<file path="config.mk">
export PLATFORM = sky130hd
export DESIGN_NAME = mem_arbiter
export DESIGN_NICKNAME = d
export VERILOG_FILES = /design/src/verilog/bbc_bus_pkg.sv /design/src/verilog/mem_arbiter.sv
export VERILOG_INCLUDE_DIRS = /design/src /design/src/verilog
export SDC_FILE = /design/constraint.sdc
export NUM_CORES = 1
export LEC_CHECK = 0
export BUFFER_PORTS_ARGS = -buffer_cell sky130_fd_sc_hd__buf_2
export CAP_MARGIN = 20
export CORE_MARGIN = 2
export CORE_UTILIZATION = 44
export CTS_CLUSTER_SIZE = 24
export DETAILED_ROUTE_END_ITERATION = 8
export PLACE_DENSITY = 0.87
export SETUP_SLACK_MARGIN = 0.4
export SLEW_MARGIN = 10
export SYNTH_ARGS = -nofsm -noshare
export SYNTH_HDL_FRONTEND = slang
export SYNTH_SLANG_ARGS = --single-unit
</file>
<file path="constraint.sdc">
create_clock -name clk_sys -period 0.8 [get_ports clk_sys]
set_input_delay 0 -clock clk_sys [delete_from_list [all_inputs] [get_ports clk_sys]]
set_output_delay 0 -clock clk_sys [all_outputs]
set_load 0.01 [all_outputs]
</file>
<file path="src/verilog/bbc_mem_macros.svh">
`ifndef BBC_MEM_MACROS_SVH
`define BBC_MEM_MACROS_SVH

// ============================================================
// memory geometry
// ============================================================

// core address, top bit picks the ram half
`define BBC_ADDR_W 19
// physical rom address as seen by the loader
`define BBC_LOAD_ADDR_W 18
`define BBC_DATA_W 8

// 16 KiB banks
`define BBC_BANK_LSB 14

// 14 slots of 16 KiB
`define BBC_ROM_SLOTS 14
`define BBC_ROM_BYTES 229376
`define BBC_RAM_BYTES 212992

`endif

</file>
<file path="src/verilog/bbc_bus_pkg.sv">
`include "bbc_mem_macros.svh"

package bbc_bus_pkg;

	// arbitrated command kinds
	typedef enum logic [1:0] {
		CMD_READ  = 2'd0,
		CMD_WRITE = 2'd1,
		CMD_LOAD  = 2'd2
	} cmd_op_e;

	// core side request, logical address
	typedef struct packed {
		logic [`BBC_ADDR_W-1:0] addr;
		logic                   we;
		logic [`BBC_DATA_W-1:0] wdata;
	} mem_req_t;

	// loader write, physical rom address
	typedef struct packed {
		logic [`BBC_LOAD_ADDR_W-1:0] addr;
		logic [`BBC_DATA_W-1:0]      data;
	} load_req_t;

	// one command into the store
	typedef struct packed {
		cmd_op_e                op;
		logic [`BBC_ADDR_W-1:0] addr;
		logic [`BBC_DATA_W-1:0] data;
	} mem_cmd_t;

	// read data back to the core
	typedef struct packed {
		logic [`BBC_DATA_W-1:0] rdata;
	} mem_rsp_t;

endpackage

</file>
<file path="src/verilog/mem_arbiter.sv">
`timescale 1ns/1ps
`include "bbc_mem_macros.svh"

module mem_arbiter
	import bbc_bus_pkg::*;
(
	input  logic      clk_sys,
	input  logic      arst_n,
	input  logic      core_valid,
	input  mem_req_t  core_req,
	output logic      core_ready,
	input  logic      load_valid,
	input  load_req_t load_req,
	output logic      load_ready,
	output logic      cmd_valid,
	output mem_cmd_t  cmd
);

	logic     load_fire;
	logic     core_fire;
	mem_cmd_t cmd_next;

	// loader always wins, core waits it out
	assign load_ready = 1'b1;
	assign core_ready = ~load_valid;

	assign load_fire = load_valid & load_ready;
	assign core_fire = core_valid & core_ready;

	// winner select
	always_comb begin
		if (load_fire) begin
			cmd_next.op   = CMD_LOAD;
			// physical address, zero extended
			cmd_next.addr = `BBC_ADDR_W'(load_req.addr);
			cmd_next.data = load_req.data;
		end else begin
			cmd_next.op   = core_req.we ? CMD_WRITE : CMD_READ;
			cmd_next.addr = core_req.addr;
			cmd_next.data = core_req.wdata;
		end
	end

	// command valid, one per accepted request
	always_ff @(posedge clk_sys or negedge arst_n) begin
		if (!arst_n) begin
			cmd_valid <= 1'b0;
		end else begin
			cmd_valid <= load_fire | core_fire;
		end
	end

	// payload only moves on acceptance
	always_ff @(posedge clk_sys) begin
		if (load_fire | core_fire) begin
			cmd <= cmd_next;
		end
	end

endmodule

</file>
==> impl_metrics.ini <==
[sta]
min_period_over_period_pct = 108
period_needed_ns = 0.865
rsz0062_at_grt = yes
final-setup-viol-count = 30
fin_tns_setup_ns = -0.905
fmax_mhz = 1160
drv_slew = 0
hold_violations = 28
setup_slack_ns = -0.0650
timing.hold.ws_ns = -0.0278

[layout]
num_antenna_cells = 0
final-seq-area_um2 = 896
fin_util_pct = 69.1
fin_cells = 201
fill_cells = 217
nets = 225
multi_input_area_um2 = 440
stdcell_area_mm2 = 0.00206
syn2layout_area_growth_pct = 51.9
final_common_cell = buf_2
final_layout_size_suffix_gt1_share_pct = 79.8
final_cell_mix = 86 x buf_2, 29 x edfxtp_1, 26 x mux2_4, 5 x clkbuf_4, 4 x buf_6

[critical_path]
crit_type = reg -> out
worst-path-buf-inv = 1
endpoint_kind = output port
crit_path_start_kind = flip-flop
crit_family = flip-flops
crit_chain = buf_2
path_max_fanout = 1
critPathSlowestCell = edfxtp_1
crit_required_ns = 0.80
arrival_ns = 0.86
slowest_delay_ns = 0.39

[clock_network]
cts-htree-levels = 2
cts_hold_buffers = 1
cts_buffer_depth = 2
cts_inserted_buffers = 5
clk_pin_slew_ns = 0.09
cts_tree = built
cts-root-buf = clkbuf_4
cts_sinks = 30

[pwr]
power.switching_mw = 0.838
p_comb_share_pct = 21.1
power.density_mw_per_mm2 = 1760
p_int_mw = 2.79
total_power_mw = 3.63
power_frac_clock_pct = 25.2
leakagePower_nw = 1.01
switching_share_pct = 23.1
ir_worst_vdd_mv = 0.924
seqPwrFrac_pct = 53.7

[synthesis]
syn_area_per_cell_um2 = 20.8
synth_fp_nets = 123
ys_types = 9
ys_seq_elements = 30
syn_area_mm2 = 0.00135
syn_inst = 65
yosysWarnings = 0
synth-seq-area-share_pct = 66.2

[placed_design]
routabilityCongestion = 0.686
dpl_worst_slack_ns = -0.136
hpwl_mm = 2.18
port_buffers = 88
placed_area_mm2 = 0.00185
post-place-cells = 186

[grt]
gr-total-overflow = 0
grt_pass1_vias = 948
antenna_found_initial = 0
gr-usage-all-layers_pct = 18.4
grt_max_degree = 16
grt_pass1_wl_mm = 4.49

[floorplan]
die_x_um = 59.5
ios = 90
start_util_pct = 45.5
rows = 20
core_mm2 = 0.00298
dieArea_mm2 = 0.00354
fp.dieH_um = 59.5

[run_status]
status = complete, but fails checks
violations = negative hold slack, negative setup slack

[detailed_routing]
vias = 915
routed_via_density = 4.55
routed_wl_mm = 3.00
drtAntennaViolNets = 0
drt_iter0_drc = 21
first_pass_iters = 4
routedWlPerCell_um = 14.9
drc = 0

[worst_hold_path]
min_path_type = in -> async

[job]
drv_cap = 0
-- routing by layer --
layer / GRT usage, % / routed length [um] / up-vias
li1: - / - / 452
met4: 6.82 / 36 / 0
met3: 6.11 / 150 / 4
met2: 34.2 / 1810 / 34
met5: 0 / 0 / -
met1: 18.8 / 1010 / 425
-- Yosys cell counts --
library cell,count,area share [%]
buf_4,1,0.55
buf_6,3,2.5
conb_1,1,0.28
dfrtp_1,1,1.8
edfxtp_1,29,64
inv_1,1,0.28
mux2_4,26,29
nor2b_1,2,0.92
or2_2,1,0.46
-- sequential cells by signal, indices dropped and copies added, names as in the netlist --
signal,cells
cmd,29
cmd_valid,1
-- worst paths after layout --
check / from / to / slack, ns / cells after the start
worst min-delay path: arst_n / cmd_valid$_DFF_PN0_ / -0.03 / 2
max in group asynchronous: arst_n / cmd_valid$_DFF_PN0_ / 0.75 / 2
min in group clk_sys: load_req[19] / cmd[19]$_DFFE_PP_ / -0.03 / 2
worst max-delay path: cmd[23]$_DFFE_PP_ / cmd[23] / -0.06 / 1
-- area by class of cell --
type	instances	share of cell area, %
Clock buffer	7	2.68
Clock inverter	1	0.243
Inverter	1	0.182
Timing Repair Buffer	97	29.9
Tap cell	33	2.01
Sequential cell	30	43.6
Multi-Input combinational cell	32	21.4
-- kinds of logic (layout without fill, tap and decap cells) --
kind of cell | after synthesis | in the layout | share of synthesized area, %
buffers and inverters | 5 | 106 | 3.33
DFF | 30 | 30 | 66.2
muxes | 26 | 26 | 28.8
other | 1 | 1 | 0.277
and+or+nand+nor | 3 | 5 | 1.39
-- power by group through the flow --
stage | Combinational, mW | Sequential, mW | Clock (mW)
2_1_floorplan | 0.264 | 2.08 | 0
3_3_place_gp | 0.662 | 1.98 | 0
3_5_place_dp | 0.685 | 1.99 | 0
4_1_cts | 0.760 | 1.95 | 0.929
5_1_grt | 0.818 | 1.96 | 1.01
6_report | 0.765 | 1.95 | 0.915
-- timing repair --
item | CTS | global route
gates cloned | 3 | 1
endpoints found under the hold margin | 29 | 29
setup buffers | 2 | 0
pin swaps | 1 | 1
endpoints found under the setup margin | 88 | 74
resized for setup | 13 | 4
Note: power is estimated with default switching activity, not from simulation.
