[src/verilog/bbc_mem_macros.svh]
`ifndef BBC_MEM_MACROS_SVH
`define BBC_MEM_MACROS_SVH

// ============================================================
// memory geometry
// ============================================================

// core address, top bit picks the ram half
`define BBC_ADDR_W 19
// physical rom address as seen by the loader
`define BBC_LOAD_ADDR_W 18
`define BBC_DATA_W 8

// 16 KiB banks
`define BBC_BANK_LSB 14

// 14 slots of 16 KiB
`define BBC_ROM_SLOTS 14
`define BBC_ROM_BYTES 229376
`define BBC_RAM_BYTES 212992

`endif

[src/verilog/bbc_bus_pkg.sv]
`include "bbc_mem_macros.svh"

package bbc_bus_pkg;

	// arbitrated command kinds
	typedef enum logic [1:0] {
		CMD_READ  = 2'd0,
		CMD_WRITE = 2'd1,
		CMD_LOAD  = 2'd2
	} cmd_op_e;

	// core side request, logical address
	typedef struct packed {
		logic [`BBC_ADDR_W-1:0] addr;
		logic                   we;
		logic [`BBC_DATA_W-1:0] wdata;
	} mem_req_t;

	// loader write, physical rom address
	typedef struct packed {
		logic [`BBC_LOAD_ADDR_W-1:0] addr;
		logic [`BBC_DATA_W-1:0]      data;
	} load_req_t;

	// one command into the store
	typedef struct packed {
		cmd_op_e                op;
		logic [`BBC_ADDR_W-1:0] addr;
		logic [`BBC_DATA_W-1:0] data;
	} mem_cmd_t;

	// read data back to the core
	typedef struct packed {
		logic [`BBC_DATA_W-1:0] rdata;
	} mem_rsp_t;

endpackage

[src/verilog/bbc_rom_pkg.sv]
`include "bbc_mem_macros.svh"

package bbc_rom_pkg;

	// width of a physical slot number
	localparam int ROM_SLOT_W = $clog2(`BBC_ROM_SLOTS);

	// machine model, latched while loading
	typedef enum logic {
		MODEL_B      = 1'b0,
		MODEL_MASTER = 1'b1
	} model_e;

	// ============================================================
	// physical rom slots, in load image order
	// ============================================================

	typedef enum logic [ROM_SLOT_W-1:0] {
		// model b set
		IMG_OS12       = 4'd0,
		IMG_SWMMFS     = 4'd1,
		IMG_RAM_MASTER = 4'd2,
		IMG_BASIC2     = 4'd3,
		// master 128 set
		IMG_ADFS157    = 4'd4,
		IMG_MAMMFS     = 4'd5,
		IMG_MOS        = 4'd6,
		IMG_DFS        = 4'd7,
		IMG_VIEWSHT    = 4'd8,
		IMG_EDIT       = 4'd9,
		IMG_BASIC4     = 4'd10,
		IMG_ADFS       = 4'd11,
		IMG_VIEW       = 4'd12,
		IMG_TERMINAL   = 4'd13
	} rom_image_e;

	// slots 14 and 15 never hold an image
	// the bank map reports those banks as misses

endpackage

[src/verilog/rom_bank_map.sv]
`timescale 1ns/1ps
`include "bbc_mem_macros.svh"

module rom_bank_map
	import bbc_bus_pkg::*;
	import bbc_rom_pkg::*;
(
	input  logic       clk_sys,
	input  logic       arst_n,
	input  logic       cmd_valid,
	input  mem_cmd_t   cmd,
	input  model_e     model_sel,
	output rom_image_e slot,
	output logic       slot_hit
);

	model_e     model_q;
	logic [3:0] bank;

	// ============================================================
	// model register
	// ============================================================

	// captured during loading only
	always_ff @(posedge clk_sys or negedge arst_n) begin
		if (!arst_n) begin
			model_q <= MODEL_B;
		end else if (cmd_valid && cmd.op == CMD_LOAD) begin
			model_q <= model_sel;
		end
	end

	// logical bank, addr 17..14
	assign bank = cmd.addr[`BBC_BANK_LSB+3:`BBC_BANK_LSB];

	// ============================================================
	// bank to slot lookup
	// ============================================================

	always_comb begin
		slot     = IMG_OS12;
		slot_hit = 1'b1;
		case ({model_q, bank})
			// model b
			{MODEL_B, 4'd4}:       slot = IMG_OS12;
			{MODEL_B, 4'd8}:       slot = IMG_SWMMFS;
			{MODEL_B, 4'd14}:      slot = IMG_RAM_MASTER;
			{MODEL_B, 4'd15}:      slot = IMG_BASIC2;
			// master 128
			{MODEL_MASTER, 4'd2}:  slot = IMG_ADFS157;
			{MODEL_MASTER, 4'd3}:  slot = IMG_MAMMFS;
			{MODEL_MASTER, 4'd4}:  slot = IMG_MOS;
			{MODEL_MASTER, 4'd9}:  slot = IMG_DFS;
			{MODEL_MASTER, 4'd10}: slot = IMG_VIEWSHT;
			{MODEL_MASTER, 4'd11}: slot = IMG_EDIT;
			{MODEL_MASTER, 4'd12}: slot = IMG_BASIC4;
			{MODEL_MASTER, 4'd13}: slot = IMG_ADFS;
			{MODEL_MASTER, 4'd14}: slot = IMG_VIEW;
			{MODEL_MASTER, 4'd15}: slot = IMG_TERMINAL;
			// empty socket
			default: begin
				slot     = IMG_OS12;
				slot_hit = 1'b0;
			end
		endcase
	end

endmodule

[config.mk]
export PLATFORM = sky130hd
export DESIGN_NAME = rom_bank_map
export DESIGN_NICKNAME = d
export VERILOG_FILES = /design/src/verilog/bbc_bus_pkg.sv /design/src/verilog/bbc_rom_pkg.sv /design/src/verilog/rom_bank_map.sv
export VERILOG_INCLUDE_DIRS = /design/src /design/src/verilog
export SDC_FILE = /design/constraint.sdc
export NUM_CORES = 1
export LEC_CHECK = 0
export BUFFER_PORTS_ARGS = -buffer_cell sky130_fd_sc_hd__buf_2
export CAP_MARGIN = 20
export CORE_AREA = 4 4 41 43
export CTS_BUF_LIST = sky130_fd_sc_hd__clkbuf_16
export DETAILED_ROUTE_END_ITERATION = 6
export DIE_AREA = 0 0 45 47
export HOLD_SLACK_MARGIN = 0.08
export PLACE_DENSITY = 0.6
export SLEW_MARGIN = 5
export SYNTH_ARGS = -nofsm -noshare
export SYNTH_HDL_FRONTEND = slang
export SYNTH_SLANG_ARGS = --single-unit
[constraint.sdc]
create_clock -name clk_sys -period 1.7 [get_ports clk_sys]
set_input_delay 0.085 -clock clk_sys [delete_from_list [all_inputs] [get_ports clk_sys]]
set_output_delay 0.085 -clock clk_sys [all_outputs]
set_load 0.03 [all_outputs]
==> flow_summary_export.csv <==
group,metric,value,unit
layout,drive_gt1_frac,0.439,
timing,worst_slew_pin_slew,0.238,ns
grt,grt_pass1_vias,227,
setup_path,required,1.62,ns
power,peakVddDrop,229,uV
grt,grt-ovfl-total,0,
power,p_comb_frac,0.733,
setup_path,crit_arrival,1.12,ns
logic_synthesis,synth.area.top_cells,"mux2_2, dfrtp_1, o21ai_0",
power,cellLeakagePower,0.148,nW
timing,hold_viol,0,
route,routed_wl,553,microns
setup_path,cp-end-kind,"primary output",
cts,insertion_delay,0,ns
power,switching_power,0.0000712,W
floorplan,core_area,1300,sq um
logic_synthesis,synth-seq-cells,1,
route,viasPerCell,4.38,
setup_path,crit_type,"reg -> out",
setup_path,cp_slowest_cell,"dfrtp_1",
setup_path,path_cells,"nor3b_1 > o21ai_0 > nand3_1 > buf_2",
grt,grt_pass1_wl,910,microns
floorplan,die_y,47,microns
logic_synthesis,ys.flop_type,"dfrtp_1",
logic_synthesis,synth_area_per_cell,7.09,sq um
timing,final_max_slew_viol_count,0,
logic_synthesis,synth_commonest_cells,"nand2_1, mux2_2, o21ai_0",
logic_synthesis,async_reset_ff_frac,1.00,
logic_synthesis,synth.largest_area_cell,"mux2_2",
cts,cts_setup_buffers,0,
logic_synthesis,yosys.cell_count.top_type,"nand2_1",
floorplan,rows,13,
setup_path,start_kind,"register",
placed_design,portBuffers,14,
logic_synthesis,synth_cell_types,17,
setup_path,worst_path_largest_cell_delay,0.44,ns
route,first_pass_iters,4,
grt,antenna_found_initial,0,
floorplan,dieArea,2120,sq um
logic_synthesis,yosysWarnings,0,
logic_synthesis,synth_top_area_frac,0.176,
timing,post-route-period-util,0.706,
route,wl_per_cell,9.88,microns
grt,groute.usage.overall,0.0544,
layout,top_register,"model_q",
power,clockPowerShare,0,
timing,min_period,1.20,ns
logic_synthesis,synth.cell_area,191,sq um
placed_design,gp_congestion,0.687,
logic_synthesis,synthCells,27,
layout,antenna_cells,0,
layout,fin_util,0.220,
timing,setup_viol,0,
timing,fin_skew,0,ns
setup_path,path_max_fanout,9,
run,cap_violations,0,
timing,max_freq,833,MHz
setup_path,critical-path-top-delay-family,"flip-flops",
worst_hold_path,hold_class,"in -> reg",
timing,rsz0062_at_grt,"false",
power,p_int,0.0000721,W
logic_synthesis,synth_edf_count,0,
grt,grt_max_degree,10,
timing,tns,0,ns
power,pwr-share-seq,0.267,
setup_path,crit_buf_inv,1,
layout,largest_reg_flops,1,
layout,nets,76,
floorplan,initial_core_util,0.147,
route,vias,245,
timing,hold_ws,0.321,ns
route,drtAntennaViolNets,0,
power,switching_share,0.497,
cts,clk_pin_slew,0,ns
logic_synthesis,ys_seq_area_frac,0.131,
route,drt_iter0_drc,5,
route,drc,0,
floorplan,fp.dieW,45,microns
placed_design,dp_hpwl,434,microns
logic_synthesis,syn_nets,60,
floorplan,ios,38,
cts,cts.repair.resized,0,
layout,top_regs,"model_q: 1 flops",
outcome,status,"completed",
power,powerDensity,500,nW/um^2
layout,synthToLayoutAreaGrowth,49.7,%
timing,maxSlewHeadroom,0.841,
stage by stage:
stage	worst slack [ns]	instance area (sq um)	std cells	total power, W
5_1_grt	0.401	287	56	0.000157
6_report	0.499	287	56	0.000143
2_1_floorplan	0.351	191	27	0.000108
3_5_place_dp	0.489	277	55	0.000143
3_3_place_gp	0.487	277	55	0.000142
4_1_cts	0.490	287	56	0.000144
worst paths after layout:
check	startpoint	endpoint	depth (start not counted)	slack, ns
worst max-delay path	model_q	slot_hit	4	0.50
worst min-delay path	model_sel	model_q	2	0.32
worst max register to register	model_q	model_q	1	0.85
worst min register to register	model_q	model_q	1	0.68
max in group asynchronous	arst_n	model_q	2	1.20
min in group asynchronous	arst_n	model_q	2	0.41
final cells by class:
type | instances | area, sq um
fill | 150 | 1010
tap | 15 | 18.8
timing repair buffer | 15 | 80.1
multi-input combinational | 25 | 163
sequential | 1 | 25.0
cell families after synthesis:
kind of cell / count (synthesis) / share of synthesized area
flops: 1 / 0.131
simple gates: 15 / 0.431
compound gates: 7 / 0.242
buf+inv: 1 / 0.0196
mux: 3 / 0.176
placed cells by master (no fill, tap or decap), drive strengths merged:
cell / count
nand4b: 1
mux2: 3
o21ai: 3
nand2: 4
nor2b: 3
nand3: 2
a21oi: 1
and2: 1
buf: 14
a31oi: 1
dlygate4sd3: 1
nor2: 2
o311a: 1
nor3b: 1
and3: 1
o211a: 1
dfrtp: 1
power by group through the flow:
stage | sequential, W | clock [W] | combinational, W
after floorplan | 0.0000294 | 0 | 0.0000781
final | 0.0000383 | 0 | 0.000105
after global placement | 0.0000383 | 0 | 0.000103
after global routing | 0.0000407 | 0 | 0.000116
after detailed placement | 0.0000386 | 0 | 0.000104
after CTS | 0.0000385 | 0 | 0.000106
repair_timing:
item | in CTS | in global routing
setup endpoints to repair | 0 | 0
hold buffers | 1 | 0
hold endpoints to repair | 1 | 0
metal layers:
| metal | track usage | vias to the layer above | part of all wire |
|---|---|---|---|
| li1 | - | 128 | - |
| met5 | 0 | - | 0 |
| met3 | 0.00766 | 0 | 0.087 |
| met1 | 0.0790 | 108 | 0.49 |
| met4 | 0 | 0 | 0 |
| met2 | 0.0904 | 9 | 0.43 |
(Power assumes the default switching activity.)
